## config.mk

```make
export PLATFORM = sky130hd
export DESIGN_NAME = read_port
export DESIGN_NICKNAME = d
export VERILOG_FILES = /design/src/source/axi_memory_pkg.sv /design/src/source/read_port.sv
export VERILOG_INCLUDE_DIRS = /design/src /design/src/include
export SDC_FILE = /design/constraint.sdc
export NUM_CORES = 1
export LEC_CHECK = 0
export ABC_AREA = 1
export BUFFER_PORTS_ARGS = -buffer_cell sky130_fd_sc_hd__buf_2
export CORE_ASPECT_RATIO = 1.25
export CORE_MARGIN = 3
export CORE_UTILIZATION = 47
export CTS_BUF_LIST = sky130_fd_sc_hd__clkbuf_16
export DETAILED_ROUTE_END_ITERATION = 10
export PLACE_DENSITY = 0.79
export SYNTH_ARGS = -nofsm -noshare
export SYNTH_HDL_FRONTEND = slang
export SYNTH_SLANG_ARGS = --single-unit
```

## constraint.sdc

```tcl
create_clock -name aclk -period 2.2 [get_ports aclk]
set_clock_uncertainty 0.2 [all_clocks]
set_input_delay 0.44 -clock aclk [delete_from_list [all_inputs] [get_ports aclk]]
set_output_delay 0.44 -clock aclk [all_outputs]
set_load 0.01 [all_outputs]
```

## src/include/axi_memory_defines.svh

```systemverilog
// memory map and latency; DRAM size must be a power of two of at least 4 bytes, delay at least 1
`ifndef AXI_MEMORY_DEFINES_SVH
`define AXI_MEMORY_DEFINES_SVH

// word organized DRAM window
`define AXI_MEMORY_DRAM_BASE 32'h8000_0000
`define AXI_MEMORY_DRAM_SIZE 4096

// UART0 transmit register window
`define AXI_MEMORY_UART0_BASE 32'h1000_0000
`define AXI_MEMORY_UART0_SIZE 256

// cycles from the accept edge to the response edge
`define AXI_MEMORY_DELAY 5

`endif

```

## src/source/axi_memory_pkg.sv

```systemverilog
// channel payloads and address decode; decode ranges are base inclusive, base plus size exclusive
`default_nettype none
`include "axi_memory_defines.svh"

package axi_memory_pkg;

  typedef enum logic [1:0] {
    OKAY   = 2'd0,
    SLVERR = 2'd2,
    DECERR = 2'd3
  } resp_e;

  typedef enum logic [1:0] {
    DEV_DRAM,
    DEV_UART0,
    DEV_NONE
  } device_e;

  // word index into the DRAM array
  typedef logic [$clog2(`AXI_MEMORY_DRAM_SIZE / 4) - 1:0] index_t;

  typedef struct packed {
    logic [31:0] addr;
    logic [2:0]  prot;
  } axi_ar_t;

  typedef struct packed {
    logic [31:0] data;
    resp_e       resp;
  } axi_r_t;

  typedef struct packed {
    logic [31:0] addr;
    logic [2:0]  prot;
  } axi_aw_t;

  typedef struct packed {
    logic [31:0] data;
    logic [3:0]  strb;
  } axi_w_t;

  function automatic device_e device_of(input logic [31:0] addr);
    logic [32:0] a;
    a = {1'b0, addr};
    if (a >= 33'(`AXI_MEMORY_DRAM_BASE) &&
        a < 33'(`AXI_MEMORY_DRAM_BASE) + 33'(`AXI_MEMORY_DRAM_SIZE)) begin
      return DEV_DRAM;
    end
    if (a >= 33'(`AXI_MEMORY_UART0_BASE) &&
        a < 33'(`AXI_MEMORY_UART0_BASE) + 33'(`AXI_MEMORY_UART0_SIZE)) begin
      return DEV_UART0;
    end
    return DEV_NONE;
  endfunction

  // bits 1:0 dropped, only meaningful for DRAM addresses
  function automatic index_t index_of(input logic [31:0] addr);
    logic [31:0] offset;
    offset = addr - 32'(`AXI_MEMORY_DRAM_BASE);
    return offset[$bits(index_t) + 1:2];
  endfunction

endpackage

`default_nettype wire

```

## src/source/read_port.sv

```systemverilog
// single outstanding read with fixed latency; prot is ignored, data sampled on the rvalid edge
`default_nettype none
`include "axi_memory_defines.svh"

module read_port (
  input  logic                    aclk,
  input  logic                    areset,
  input  axi_memory_pkg::axi_ar_t i_ar,
  input  logic                    i_arvalid,
  output logic                    o_arready,
  output axi_memory_pkg::axi_r_t  o_r,
  output logic                    o_rvalid,
  input  logic                    i_rready,
  output axi_memory_pkg::index_t  o_index,
  input  logic [31:0]             i_word
);

  localparam int CNT_W = $clog2(`AXI_MEMORY_DELAY + 1);

  typedef enum logic [1:0] {
    IDLE,
    WAIT,
    RESP
  } state_e;

  state_e           state;
  logic [CNT_W-1:0] cnt;
  logic [31:0]      addr_q;
  logic             last_wait;

  assign o_arready = (state == IDLE);
  assign o_rvalid  = (state == RESP);
  assign last_wait = (state == WAIT) && (cnt == '0);
  assign o_index   = axi_memory_pkg::index_of(addr_q);

  always_ff @(posedge aclk) begin
    if (areset) begin
      state <= IDLE;
      cnt   <= '0;
    end else begin
      case (state)
        IDLE: begin
          if (i_arvalid) begin
            state <= WAIT;
            cnt   <= CNT_W'(`AXI_MEMORY_DELAY - 1);
          end
        end
        WAIT: begin
          if (cnt == '0) begin
            state <= RESP;
          end else begin
            cnt <= cnt - 1'b1;
          end
        end
        RESP: begin
          if (i_rready) begin
            state <= IDLE;
          end
        end
        default: state <= IDLE;
      endcase
    end
  end

  // payload held until the R transfer
  always_ff @(posedge aclk) begin
    if (o_arready && i_arvalid) begin
      addr_q <= i_ar.addr;
    end
    if (last_wait) begin
      case (axi_memory_pkg::device_of(addr_q))
        axi_memory_pkg::DEV_DRAM:  o_r <= '{data: i_word, resp: axi_memory_pkg::OKAY};
        axi_memory_pkg::DEV_UART0: o_r <= '{data: 32'd0, resp: axi_memory_pkg::OKAY};
        default:                   o_r <= '{data: 32'd0, resp: axi_memory_pkg::DECERR};
      endcase
    end
  end

  a_r_hold: assert property (@(posedge aclk) disable iff (areset)
    o_rvalid && !i_rready |=> o_rvalid && $stable(o_r))
    else $error("read response changed before rready");

  a_latency: assert property (@(posedge aclk) disable iff (areset)
    o_arready && i_arvalid |-> ##(`AXI_MEMORY_DELAY + 1) $rose(o_rvalid))
    else $error("rvalid did not rise after the fixed latency");

endmodule

`default_nettype wire

```

Word-level counts from Yosys, hierarchy flattened
Index checks and enable logic that the tools add are counted.
- register bits after elaboration: 71
- output and inout bits: 46
- equality and inequality tests: 7
- mux-type cells: 18
- magnitude comparators: 4
- reductions and logical operators: 10
- $add $sub $neg: 2
- operators with widths (operator ; number):
    case mux 34 bit (2 select lines) ; 1
    greater-or-equal comparator 32 x 29 -> 1 bit (second input constant) ; 1
    greater-or-equal comparator 32 bit (second input constant) ; 1
    < comparator 32 x 29 -> 1 bit (second input constant) ; 1
    < comparator 32 bit (second input constant) ; 1
    2-to-1 mux 2 bit ; 8
    subtractor 12 x 1 -> 12 bit (second input constant) ; 1
    2-to-1 mux 3 bit ; 2
    case mux 2 bit (3 select lines) ; 1
    case mux 3 bit (2 select lines) ; 1
    AND reduction 3 bit ; 2
    2-to-1 mux 1 bit ; 5
    == test 2 x 1 -> 1 bit (second input constant) ; 2
    logical AND 1 bit ; 4
    logical NOT 2 bit ; 2
    != test 2 x 1 -> 1 bit (second input constant) ; 2
    != test 2 bit (second input constant) ; 2
    logical NOT 3 bit ; 1
    subtractor 3 x 1 -> 3 bit (second input constant) ; 1
    == test 2 bit (second input constant) ; 1
    nonzero test 2 bit ; 1

Logic depth before layout (Yosys ltp)
- word-level depth: 11
- mapped depth: 8

Least setup slack after synthesis
OpenSTA, ideal clock, no wires.
- path type: reg2reg
- start point: register state[0]
- end point: register o_r[0] (netlist bit), enable pin
- stages on the path, launching flop included: 5
- required time: 1.612 ns
- clock period less this slack: 1.936 ns
- slack: 0.264 ns
- path buffers: 0
- library setup time: 0.388 ns
- arrival: 1.349 ns
- path through: dfxtp_1 -> inv_1 -> nor2_1 -> nand3_1 -> inv_1
- cells in the longest elaborated chain, start to end: 2
- ends and longest elaborated chain (item ; RTL line ; RTL):
    from (decl) ; read_port.sv:26 ; state_e state;
    from (signal assigned) ; read_port.sv:38 ; state <= IDLE;
    from (signal assigned) ; read_port.sv:44 ; state <= WAIT;
    from (signal assigned) ; read_port.sv:50 ; state <= RESP;
    == test 2 x 1 -> 1 bit ; read_port.sv:33 ; assign last_wait = (state == WAIT) && (cnt == '0);
    logical AND 1 bit ; read_port.sv:33 ;
    via last_wait ; read_port.sv:29 ; logic last_wait;
    to (signal assigned) ; read_port.sv:72 ; axi_memory_pkg::DEV_DRAM: o_r <= '{data: i_word, resp: axi_memory_pkg::OKAY};
    to (signal assigned) ; read_port.sv:73 ; axi_memory_pkg::DEV_UART0: o_r <= '{data: 32'd0, resp: axi_memory_pkg::OKAY};
    to (signal assigned) ; read_port.sv:74 ; default: o_r <= '{data: 32'd0, resp: axi_memory_pkg::DECERR};
    to (decl) ; read_port.sv:11 ; output axi_memory_pkg::axi_r_t o_r,
The timed path passes the listed nets, and every way through them passes these cells.
A chain may end at the register's enable or synchronous reset.

Worst setup path in the final report
- start point: register addr_q[12]
- end point: register o_r[18] (netlist bit), data pin
- cells in the longest elaborated chain, start to end: 10
- elaborated cells on any way between the ends: 18
- classes of those cells: order compare: 4; eq/ne: 1; mux: 10; reduce/logical: 3
- ends and longest elaborated chain (item ; RTL line ; RTL):
    from (decl) ; read_port.sv:28 ; logic [31:0] addr_q;
    from (signal assigned) ; read_port.sv:68 ; addr_q <= i_ar.addr;
    greater-or-equal comparator 32 x 29 -> 1 bit or < comparator 32 x 29 -> 1 bit (tied branches) ; axi_memory_pkg.sv:49, axi_memory_pkg.sv:50 ;
    logical AND 1 bit ; axi_memory_pkg.sv:49 ; if (a >= 33'(`AXI_MEMORY_UART0_BASE) &&
    2-to-1 mux 1 bit (2 in series) ; axi_memory_pkg.sv:49 ;
    2-to-1 mux 1 bit ; read_port.sv:70 ; if (last_wait) begin
    2-to-1 mux 2 bit ; axi_memory_pkg.sv:53 ; return DEV_NONE;
    2-to-1 mux 2 bit * ; axi_memory_pkg.sv:49 ;
    2-to-1 mux 2 bit * ; read_port.sv:70 ;
    == test 2 x 1 -> 1 bit or logical NOT 2 bit (tied branches) ; read_port.sv:71 ; case (axi_memory_pkg::device_of(addr_q))
    case mux 34 bit (2 select lines) * ; read_port.sv:71 ;
Every way passes the cells marked *; elsewhere a longest branch is shown, timed or not. The select of a mux whose other input is x is not followed.

==> results_dict.tcl <==
set metrics [dict create \
    grt_pass1_wl_mm 7.320 \
    cp_cell_sequence "nor2_1 -> nand2_1 -> nor2_1 -> nand4_4 -> buf_12 -> nor2_2" \
    final_cell_mix "111 x buf_2, 63 x edfxtp_1, 48 x inv_1" \
    post-route-min-period_ns 1.897 \
    slowest_delay_ns 0.41 \
    final_cells 387 \
    yosys_warnings 0 \
    routed_via_density 4.413 \
    syn2layout_area_growth_pct 29.93 \
    totalWireLength_mm 4.731 \
    antennaDiodeCount 0 \
    p_per_area_nw_per_um2 867.1 \
    endpoint_kind "register" \
    rsz0062_at_grt "false" \
    cts_resized 0 \
    layout_commonest_cell "buf_2" \
    fin_nets 392 \
    status "complete, no violations" \
    vias 1708 \
    ioPinCount 117 \
    cts_root_buf "clkbuf_16" \
    synth_seq_cells 68 \
    irDropWorstVdd_mv 0.6906 \
    clock_latency_ns 0.32 \
    total_power_mw 3.080 \
    place_hpwl_mm 3.551 \
    min_path_type "in -> reg" \
    numCtsBuffers 9 \
    io_buffers 111 \
    leakagePower_nw 1.653 \
    synth_area_per_cell_sq_um 13.14 \
    cpMostUsedCell "nor2_1" \
    crit_path_start_kind "register" \
    syn-cell-area_sq_um 2734 \
    worstSetupPathType "reg -> reg" \
    grt_max_degree 34 \
    synth_xor_area_share_pct 0 \
    grt-ovfl-total 0 \
    dp_cells 372 \
    max_freq_mhz 527.1 \
    h-tree-depth 3 \
    yosysTopAreaCell "edfxtp_1" \
    synthMuxAreaShare_pct 0 \
    slew_headroom_pct 68.89 \
    hold_viol_final 0 \
    ctsHoldBuffers 0 \
    dr.first_iter.drc_count 90 \
    synth_compound_area_share_pct 1.098 \
    cts.clk_slew.worst_paths_ns 0.05 \
    crit_slowest_cell "nand4_4" \
    cts_tree "built" \
    yosysSeqAreaShare_pct 72.86 \
    tightest_slew_ns 0.4657 \
    drive_gt1_share_pct 49.23 \
    maxSlewViolCount 0 \
    first_pass_iters 4 \
    fin_setup_tns_ns 0 \
    wl_per_cell_um 12.22 \
    setup_viol 0 \
    antenna_found_initial 0 \
    drc 0 \
    grt_pass1_vias 1683 \
    crit_required_ns 2.18 \
    num_rows 30 \
    globalplace.congestion 0.7552 \
    die_area_sq_um 6774 \
    netlist_instances 208 \
    crit_family "simple AND/OR/NAND/NOR gates" \
    cp_max_fo 19 \
    fin_crit_sh_pct 86.24 \
    dieHeight_um 91.27 \
    cts_sinks 68 \
    core_sq_um 5518 \
    fp.dieW_um 74.22 \
    clk_path_buf_depth 2 \
    crit_buf_inv 1 \
    cts_setup_buffers 0 \
    yosys.cell_types.count 18 \
    grt_use_total_pct 14.53 \
    cap_violations 0 \
    synthSimpleGateAreaFrac_pct 14.69 \
    syn_nets 281 \
    synth_top_family_by_area "simple AND/OR/NAND/NOR gates" \
    start_util_pct 49.55 \
    synth.top_cells.by_area "edfxtp_1 69%, nor2_2 6.4%, inv_1 6.2%, dfxtp_1 3.7%, buf_4 3.0%" \
    synth_top_area_share_pct 69.20 \
    synthAdderAreaFrac_pct 0.9153 \
    final_antenna_net_count 0 \
    arrival_ns 1.88 \
]
==> report_power, final <==
group          switching (mW)  internal, mW
registers              0.0290          1.54
logic                   0.189         0.127
clock network           0.462         0.735
==> state kept, by name, indices dropped and copies added, names as in the netlist <==
signal,cells
state,2
o_r,33
cnt,3
addr_q,30
==> per-layer routing <==
metal  up-vias  share of wire (%)  GRT usage [%]
met3        17                7.8          4.319
met4         0                3.8          9.347
met2        69                 54          25.07
met5         -                  0              0
li1        871                  -              -
met1       751                 35          14.64
==> final timing paths <==
check,to,start,slack [ns],depth (start not counted)
max,o_r[18],addr_q[12],0.30,6
min,addr_q[6],i_ar[9],0.1,1
max reg2reg,o_r[18],addr_q[12],0.30,6
min reg2reg,cnt[2],cnt[2],0.31,2
==> stage by stage <==
step	cell area, sq um	worst slack (ns)	util, %	hold slack, ns
2_1_floorplan	2734	0.2636	-	0.2678
3_3_place_gp	3301	0.3207	59.82	0.2841
3_5_place_dp	3301	0.2636	59.82	0.3028
4_1_cts	3552	0.2542	64.38	0.09031
5_1_grt	3552	0.08471	64.38	0.08734
6_report	3552	0.3028	64.38	0.09890
==> cells in the mapped netlist <==
cell type	instances
nand2_1	12
o21ai_0	3
nand4_4	1
dfxtp_1	5
a21oi_1	3
and2_1	1
or2_4	1
nand3_1	3
buf_6	3
nand4_1	1
nor2_2	28
edfxtp_1	63
nand3b_1	1
buf_4	11
nor2_1	22
ha_1	2
inv_1	45
nor2_4	3
==> logic make-up after synthesis <==
| family | after synthesis |
|---|---|
| AOI/OAI and AO/OA | 6 |
| adders and majority gates | 2 |
| buffers and inverters | 59 |
| DFF | 68 |
| and+or+nand+nor | 73 |
==> final cells by class <==
| type | instances | area (sq um) |
|---|---|---|
| Sequential cell | 68 | 1992 |
| Fill cell | 435 | 1966 |
| Timing Repair Buffer | 114 | 603.1 |
| Multi-Input combinational cell | 81 | 456.7 |
| Clock buffer | 9 | 225.2 |
| Inverter | 45 | 168.9 |
| Tap cell | 64 | 80.08 |
| Clock inverter | 6 | 26.28 |
(Power assumes the default switching activity.)
