$ cat src/include/axi_memory_defines.svh
// memory map and latency; DRAM size must be a power of two of at least 4 bytes, delay at least 1
`ifndef AXI_MEMORY_DEFINES_SVH
`define AXI_MEMORY_DEFINES_SVH

// word organized DRAM window
`define AXI_MEMORY_DRAM_BASE 32'h8000_0000
`define AXI_MEMORY_DRAM_SIZE 4096

// UART0 transmit register window
`define AXI_MEMORY_UART0_BASE 32'h1000_0000
`define AXI_MEMORY_UART0_SIZE 256

// cycles from the accept edge to the response edge
`define AXI_MEMORY_DELAY 5

`endif

$ cat src/source/axi_memory_pkg.sv
// channel payloads and address decode; decode ranges are base inclusive, base plus size exclusive
`default_nettype none
`include "axi_memory_defines.svh"

package axi_memory_pkg;

  typedef enum logic [1:0] {
    OKAY   = 2'd0,
    SLVERR = 2'd2,
    DECERR = 2'd3
  } resp_e;

  typedef enum logic [1:0] {
    DEV_DRAM,
    DEV_UART0,
    DEV_NONE
  } device_e;

  // word index into the DRAM array
  typedef logic [$clog2(`AXI_MEMORY_DRAM_SIZE / 4) - 1:0] index_t;

  typedef struct packed {
    logic [31:0] addr;
    logic [2:0]  prot;
  } axi_ar_t;

  typedef struct packed {
    logic [31:0] data;
    resp_e       resp;
  } axi_r_t;

  typedef struct packed {
    logic [31:0] addr;
    logic [2:0]  prot;
  } axi_aw_t;

  typedef struct packed {
    logic [31:0] data;
    logic [3:0]  strb;
  } axi_w_t;

  function automatic device_e device_of(input logic [31:0] addr);
    logic [32:0] a;
    a = {1'b0, addr};
    if (a >= 33'(`AXI_MEMORY_DRAM_BASE) &&
        a < 33'(`AXI_MEMORY_DRAM_BASE) + 33'(`AXI_MEMORY_DRAM_SIZE)) begin
      return DEV_DRAM;
    end
    if (a >= 33'(`AXI_MEMORY_UART0_BASE) &&
        a < 33'(`AXI_MEMORY_UART0_BASE) + 33'(`AXI_MEMORY_UART0_SIZE)) begin
      return DEV_UART0;
    end
    return DEV_NONE;
  endfunction

  // bits 1:0 dropped, only meaningful for DRAM addresses
  function automatic index_t index_of(input logic [31:0] addr);
    logic [31:0] offset;
    offset = addr - 32'(`AXI_MEMORY_DRAM_BASE);
    return offset[$bits(index_t) + 1:2];
  endfunction

endpackage

`default_nettype wire

$ cat src/source/write_port.sv
// single outstanding write; AW and W may arrive in any order, prot ignored, uart needs strobe bit 0
`default_nettype none
`include "axi_memory_defines.svh"

module write_port (
  input  logic                    aclk,
  input  logic                    areset,
  input  axi_memory_pkg::axi_aw_t i_aw,
  input  logic                    i_awvalid,
  output logic                    o_awready,
  input  axi_memory_pkg::axi_w_t  i_w,
  input  logic                    i_wvalid,
  output logic                    o_wready,
  output axi_memory_pkg::resp_e   o_bresp,
  output logic                    o_bvalid,
  input  logic                    i_bready,
  output logic                    o_wr_en,
  output axi_memory_pkg::index_t  o_wr_index,
  output logic [31:0]             o_wr_data,
  output logic [3:0]              o_wr_strb,
  output logic                    o_uart_valid,
  output logic [7:0]              o_uart_byte
);

  localparam int CNT_W = $clog2(`AXI_MEMORY_DELAY + 1);

  typedef enum logic [1:0] {
    IDLE,
    WAIT,
    RESP
  } state_e;

  state_e                  state;
  logic [CNT_W-1:0]        cnt;
  logic                    aw_held;
  logic                    w_held;
  logic                    aw_fire;
  logic                    w_fire;
  logic                    commit;
  logic [31:0]             aw_addr_q;
  logic [31:0]             w_data_q;
  logic [3:0]              w_strb_q;
  axi_memory_pkg::device_e dev;

  assign o_awready = !aw_held;
  assign o_wready  = !w_held;
  assign aw_fire   = i_awvalid && o_awready;
  assign w_fire    = i_wvalid && o_wready;
  assign o_bvalid  = (state == RESP);
  assign commit    = (state == WAIT) && (cnt == '0);
  assign dev       = axi_memory_pkg::device_of(aw_addr_q);

  // store write lands on the commit edge
  assign o_wr_en    = commit && (dev == axi_memory_pkg::DEV_DRAM);
  assign o_wr_index = axi_memory_pkg::index_of(aw_addr_q);
  assign o_wr_data  = w_data_q;
  assign o_wr_strb  = w_strb_q;

  always_ff @(posedge aclk) begin
    if (areset) begin
      state        <= IDLE;
      cnt          <= '0;
      aw_held      <= 1'b0;
      w_held       <= 1'b0;
      o_uart_valid <= 1'b0;
    end else begin
      o_uart_valid <= commit && (dev == axi_memory_pkg::DEV_UART0) && w_strb_q[0];
      if (aw_fire) begin
        aw_held <= 1'b1;
      end
      if (w_fire) begin
        w_held <= 1'b1;
      end
      case (state)
        IDLE: begin
          // latency starts from the later of the two accepts
          if ((aw_held || aw_fire) && (w_held || w_fire)) begin
            state <= WAIT;
            cnt   <= CNT_W'(`AXI_MEMORY_DELAY - 1);
          end
        end
        WAIT: begin
          if (cnt == '0) begin
            state <= RESP;
          end else begin
            cnt <= cnt - 1'b1;
          end
        end
        RESP: begin
          if (i_bready) begin
            state   <= IDLE;
            aw_held <= 1'b0;
            w_held  <= 1'b0;
          end
        end
        default: state <= IDLE;
      endcase
    end
  end

  always_ff @(posedge aclk) begin
    if (aw_fire) begin
      aw_addr_q <= i_aw.addr;
    end
    if (w_fire) begin
      w_data_q <= i_w.data;
      w_strb_q <= i_w.strb;
    end
    if (commit) begin
      o_bresp     <= (dev == axi_memory_pkg::DEV_NONE) ? axi_memory_pkg::DECERR
                                                       : axi_memory_pkg::OKAY;
      o_uart_byte <= w_data_q[7:0];
    end
  end

  a_b_hold: assert property (@(posedge aclk) disable iff (areset)
    o_bvalid && !i_bready |=> o_bvalid && $stable(o_bresp))
    else $error("write response changed before bready");

  a_one_target: assert property (@(posedge aclk) disable iff (areset)
    !(o_wr_en && o_uart_valid))
    else $error("store write and uart output together");

endmodule

`default_nettype wire

$ cat config.mk
export PLATFORM = sky130hd
export DESIGN_NAME = write_port
export DESIGN_NICKNAME = d
export VERILOG_FILES = /design/src/source/axi_memory_pkg.sv /design/src/source/write_port.sv
export VERILOG_INCLUDE_DIRS = /design/src /design/src/include
export SDC_FILE = /design/constraint.sdc
export NUM_CORES = 1
export LEC_CHECK = 0
export BUFFER_PORTS_ARGS = -buffer_cell sky130_fd_sc_hd__buf_2
export CAP_MARGIN = 30
export CELL_PAD_IN_SITES_DETAIL_PLACEMENT = 1
export CELL_PAD_IN_SITES_GLOBAL_PLACEMENT = 1
export CORE_ASPECT_RATIO = 1.1
export CORE_MARGIN = 1
export CORE_UTILIZATION = 39
export DETAILED_ROUTE_END_ITERATION = 10
export PLACE_DENSITY_LB_ADDON = 0.1
export SKIP_CTS_REPAIR_TIMING = 1
export SYNTH_ARGS = -nofsm -noshare
export SYNTH_HDL_FRONTEND = slang
export SYNTH_SLANG_ARGS = --single-unit
$ cat constraint.sdc
create_clock -name aclk -period 3.8 [get_ports aclk]
set_input_delay 0.19 -clock aclk [delete_from_list [all_inputs] [get_ports aclk]]
set_output_delay 0.19 -clock aclk [all_outputs]
set_load 0.02 [all_outputs]
-- After elaboration in Yosys (flattened, before gate mapping)
Index checks and enable logic that the tools add are counted.
- register bits after elaboration: 86
- input bits: 76
- output and inout bits: 61
- $add $sub $neg: 2
- order comparisons: 4
- eq/ne operators: 8
- multiplexer cells: 21
- reduce and logical (&&, ||, !) cells: 19
- operators by type and width (cell ; number):
    $ge A32 B29 Y1 const B ; 1
    $ge A32 B32 Y1 const B ; 1
    $lt A32 B29 Y1 const B ; 1
    $lt A32 B32 Y1 const B ; 1
    $mux W2 ; 8
    $sub A12 B1 Y12 const B ; 1
    $logic_and A1 B1 Y1 ; 9
    $mux W1 ; 9
    $mux W3 ; 2
    $pmux W2 S3 ; 1
    $pmux W3 S2 ; 1
    $reduce_and A3 Y1 ; 2
    $eq A2 B1 Y1 const B ; 2
    $eq A2 B2 Y1 const B ; 2
    $logic_not A2 Y1 ; 2
    $ne A2 B1 Y1 const B ; 2
    $ne A2 B2 Y1 const B ; 2
    $logic_not A3 Y1 ; 1
    $sub A3 B1 Y3 const B ; 1
    $logic_not A1 Y1 ; 2
    $logic_or A1 B1 Y1 ; 2
    $reduce_bool A2 Y1 ; 1

-- Logic depth before layout (Yosys ltp)
- depth after elaboration: 9
- depth in mapped cells: 6

-- Worst setup path before layout
Ideal clock, no wire load.
- path kind: flip-flop to flip-flop
- from: register w_held
- to: register w_data_q[0] (netlist: o_wr_data[0]) (enable)
- library setup time: 0.434 ns
- data arrival time: 1.951 ns
- required time: 3.366 ns
- slack: 1.415 ns
- cell stages (with the launch flop): 2
- buffers on the path: 0
- period minus slack after synthesis: 2.385 ns
- path through: dfxtp_1 > nor2b_1
- word-level cells in the longest chain between the ends: 2
- RTL lines (element ; RTL line ; text):
    start, declared ; write_port.sv:36 ; logic w_held;
    start signal, assigned ; write_port.sv:64 ; w_held <= 1'b0;
    start signal, assigned ; write_port.sv:72 ; w_held <= 1'b1;
    start signal, assigned ; write_port.sv:93 ; w_held <= 1'b0;
    $logic_not A1 Y1 ; write_port.sv:46 ; assign o_wready = !w_held;
    $logic_and A1 B1 Y1 ; write_port.sv:48 ; assign w_fire = i_wvalid && o_wready;
    named net w_fire ; write_port.sv:38 ; logic w_fire;
    end signal, assigned ; write_port.sv:106 ; w_data_q <= i_w.data;
    end, declared ; write_port.sv:41 ; logic [31:0] w_data_q;
The timed path passes the listed nets, and every way through them passes these cells.
A chain may end at the register's enable or synchronous reset.

-- Final worst setup path
- from: register aw_addr_q[26]
- to: output o_wr_en
- word-level cells in the longest chain between the ends: 8
- elaborated cells on any way between the ends: 14
- those cells by class: order compare (4); mux (6); reduce/logical (4)
- RTL lines (element ; RTL line ; text):
    start, declared ; write_port.sv:40 ; logic [31:0] aw_addr_q;
    start signal, assigned ; write_port.sv:103 ; aw_addr_q <= i_aw.addr;
    $ge A32 B29 Y1 or $lt A32 B29 Y1 (tied branches) ; axi_memory_pkg.sv:49, axi_memory_pkg.sv:50 ;
    $logic_and A1 B1 Y1 ; axi_memory_pkg.sv:49 ; if (a >= 33'(`AXI_MEMORY_UART0_BASE) &&
    $mux W1 (2 in series) ; axi_memory_pkg.sv:49 ;
    $mux W2 ; axi_memory_pkg.sv:53 ; return DEV_NONE;
    $mux W2 (*) ; axi_memory_pkg.sv:49 ;
    $logic_not A2 Y1 (*) ; write_port.sv:54 ; assign o_wr_en = commit && (dev == axi_memory_pkg::DEV_DRAM);
    $logic_and A1 B1 Y1 (*) ; write_port.sv:54 ;
    end, declared ; write_port.sv:17 ; output logic o_wr_en,
Every way passes the cells marked *; elsewhere a longest branch is shown, timed or not. The select of a mux whose other input is x is not followed.

==> results.md <==
* Layout Nets at 352
* Total GRT Usage at 15.6%
* Flop pwr share at 54.5%
* Post-layout util at 53.4%
* Inserted Diodes at 0
* Crit path DAT at 1.84 ns
* Max Cap Viol at 0
* Pre-antenna DRT Iters at 4
* CTS tree: built
* Largest cells by area after synthesis: edfxtp_1, dfxtp_1, buf_4
* Fin. max-slew vios at 0
* Die extent in x at 82.8 um
* Initial DRC Count at 64
* Tcrit/Tclk final at 53.4%
* IO Pins at 137
* Final Wtd Congestion at 0.713
* Seq cells post-synth at 83
* Clock power frac at 34.4%
* Pre-CTS setup slack at 2.12 ns
* Setup WS post-layout at 1.77 ns
* First-pass GRT wire length at 8880 um
* Top-count cell post-synth: edfxtp_1
* Worst-skew pair later-pin latency at 0.34 ns
* FMAX at 493 MHz
* Clock-pin slew on the worst setup and hold paths at 0.09 ns
* Drt wl/cell at 15.1 um
* Worst hold slack at 0.0222 ns
* Largest net degree at the start of global routing at 37
* WS Path Type: reg -> out
* Die Height at 90.9 um
* Syn Inst Count at 143
* Ys Warns at 0
* Share of the synthesized area in the top cell type at 80.4%
* Routed WL at 5480 um
* Syn avg cell area at 19.6 um^2
* Worst IR Drop VDD at 0.000264 V
* Vias at 1667
* Final Hold Viols at 0
* Worst hold path class: in -> reg
* Setup TNS Final at 0 ns
* LEAKAGE at 1.51 nW
* Final ANT Viol Nets at 0
* Slew HR at 34.7%
* Initial antenna violation count at 0
* Clock sink count at 83
* CTS HTree Levels at 3
* Worst Max-Slew Pin Slew at 0.977 ns
* FILL cells at 709
* Outcome: completed
* Post-synth EDFFs at 75
* Register area at 2410 um^2
* Layout Area Growth over Synthesis at 32.7%
* Critical Path RT at 3.61 ns
* Mapped Area at 2800 um^2
* Switching part of the total power at 24.2%
* Post-route minimum period at 2.03 ns
* Rows at 32
* IO buf count at 131
* RSZ-0062 raised after global routing: false
* Die Area at 7530 um^2
* Synthesized Nets at 221
* Fin Clk Skew at 0.00887 ns
* Total CTS buffers at 9
* Main synth FF type: edfxtp_1
* CTS root buffer: clkbuf_8
* Layout cells sized above 1 at 54.8%
* CP startpoint kind: register
* Comb power frac at 11.1%
* Clk buf depth at 2
* Pwr Density at 543 nW/um^2
* Final setup fails at 0
* CP endpoint kind: primary output
* Post-synth cell types at 26
* Asr flop ratio synth at 0%
* Largest area contributor in the netlist: edfxtp_1
* Vias/cell at 4.58
* Net Switching at 488 uW
* Seq/Total Area, Yosys at 86.1%
* Max FO, Critical Path at 3
* Via count of the first global-routing pass at 1884
* Starting Density at 40.2%
* Total grt overflow at 0
* Post-detail-place hpwl at 4150 um
* Area used by multi-input combinational logic at 288 um^2
* Post-synth top cells: edfxtp_1, buf_4, dfxtp_1
* Final routed DRC violation total at 0
* Core Region at 6970 um^2
* Pint at 1.53 mW
[registers in the layout, indices dropped and copies added (netlist names)]
register	count
o_uart_valid	1
o_wr_strb	4
o_uart_byte	8
w_held	1
aw_held	1
o_bresp	1
state	2
cnt	3
o_wr_data	32
aw_addr_q	30
[metrics by stage]
stage | total power [mW] | instances | cell area [um^2]
finish | 2.02 | 364 | 3720
global route | 2.10 | 364 | 3720
CTS | 2.05 | 364 | 3720
detailed placement | 1.35 | 348 | 3500
global placement | 1.34 | 348 | 3500
floorplan | 1.26 | 143 | 2800
[area by class of cell]
class | count | share of cell area, %
clock buffers | 9 | 3.33
clock inverters | 7 | 2.69
repair buffers | 132 | 17.8
inverters | 7 | 0.706
multi-input cells | 41 | 7.74
well taps | 85 | 2.86
flip-flops and latches | 83 | 64.9
[layer usage]
metal / track usage, % / up-vias / part of all wire, %
met2: 26.8 / 85 / 51
li1: - / 798 / -
met4: 7.76 / 0 / 1.1
met3: 6.31 / 6 / 9.9
met1: 16.6 / 778 / 37
met5: 0 / - / 0
[power by group through the flow]
stage / clock network [mW] / logic, mW / registers [mW]
final: 0.696 / 0.223 / 1.10
after global routing: 0.747 / 0.248 / 1.11
after CTS: 0.717 / 0.229 / 1.10
after detailed placement: 0 / 0.229 / 1.12
after global placement: 0 / 0.224 / 1.12
after floorplan: 0 / 0.0927 / 1.16
[kinds of logic (layout without fill, tap and decap cells)]
logic type / count (synthesis) / in the layout / share of synthesized area (%)
AOI/OAI and AO/OA: 10 / 10 / 2.59
adders and majority gates: 2 / 2 / 0.893
buffers and inverters: 19 / 155 / 4.02
DFF: 83 / 83 / 86.1
and+or+nand+nor: 29 / 29 / 6.43
[final timing paths]
kind	start	endpoint	slack [ns]	cells past startpoint
worst max register to register	w_held	o_wr_strb[1]	2.27	1
worst max-delay path	aw_addr_q[26]	o_wr_en	1.77	4
worst min-delay path	i_w[11]	o_wr_data[7]	0.02	1
worst min register to register	o_wr_data[2]	o_uart_byte[2]	0.45	0
[worst max-delay path, cell delays in order, from the launching register on]
cell,delay [ns]
edfxtp_1,0.38
nor4_1,0.35
nand4_1,0.21
nor4_1,0.34
buf_2,0.23
[cells in the final DEF, fill, tap and decap left out]
cell,netlist,routed
nand4_1,1,1
nand4b_1,1,1
nor2_1,5,5
dfxtp_1,8,8
nor2b_4,0,1
a32oi_1,1,1
a21oi_1,1,1
inv_2,1,1
clkinvlp_4,0,3
or4_4,1,1
edfxtp_1,75,75
a31oi_1,1,1
buf_2,0,131
clkbuf_8,0,9
buf_4,11,1
nand2_1,2,2
nand2_2,1,1
nor4_1,6,6
o22ai_1,1,1
nor2b_1,5,3
inv_1,6,6
a211oi_1,3,3
or3_1,1,1
nor3b_1,1,1
bufinv_16,0,2
nor2b_2,0,1
a211o_1,1,1
inv_6,0,2
nand2b_1,3,3
or4b_1,2,2
ha_1,2,2
o31ai_1,2,2
Note: power is estimated with default switching activity, not from simulation.
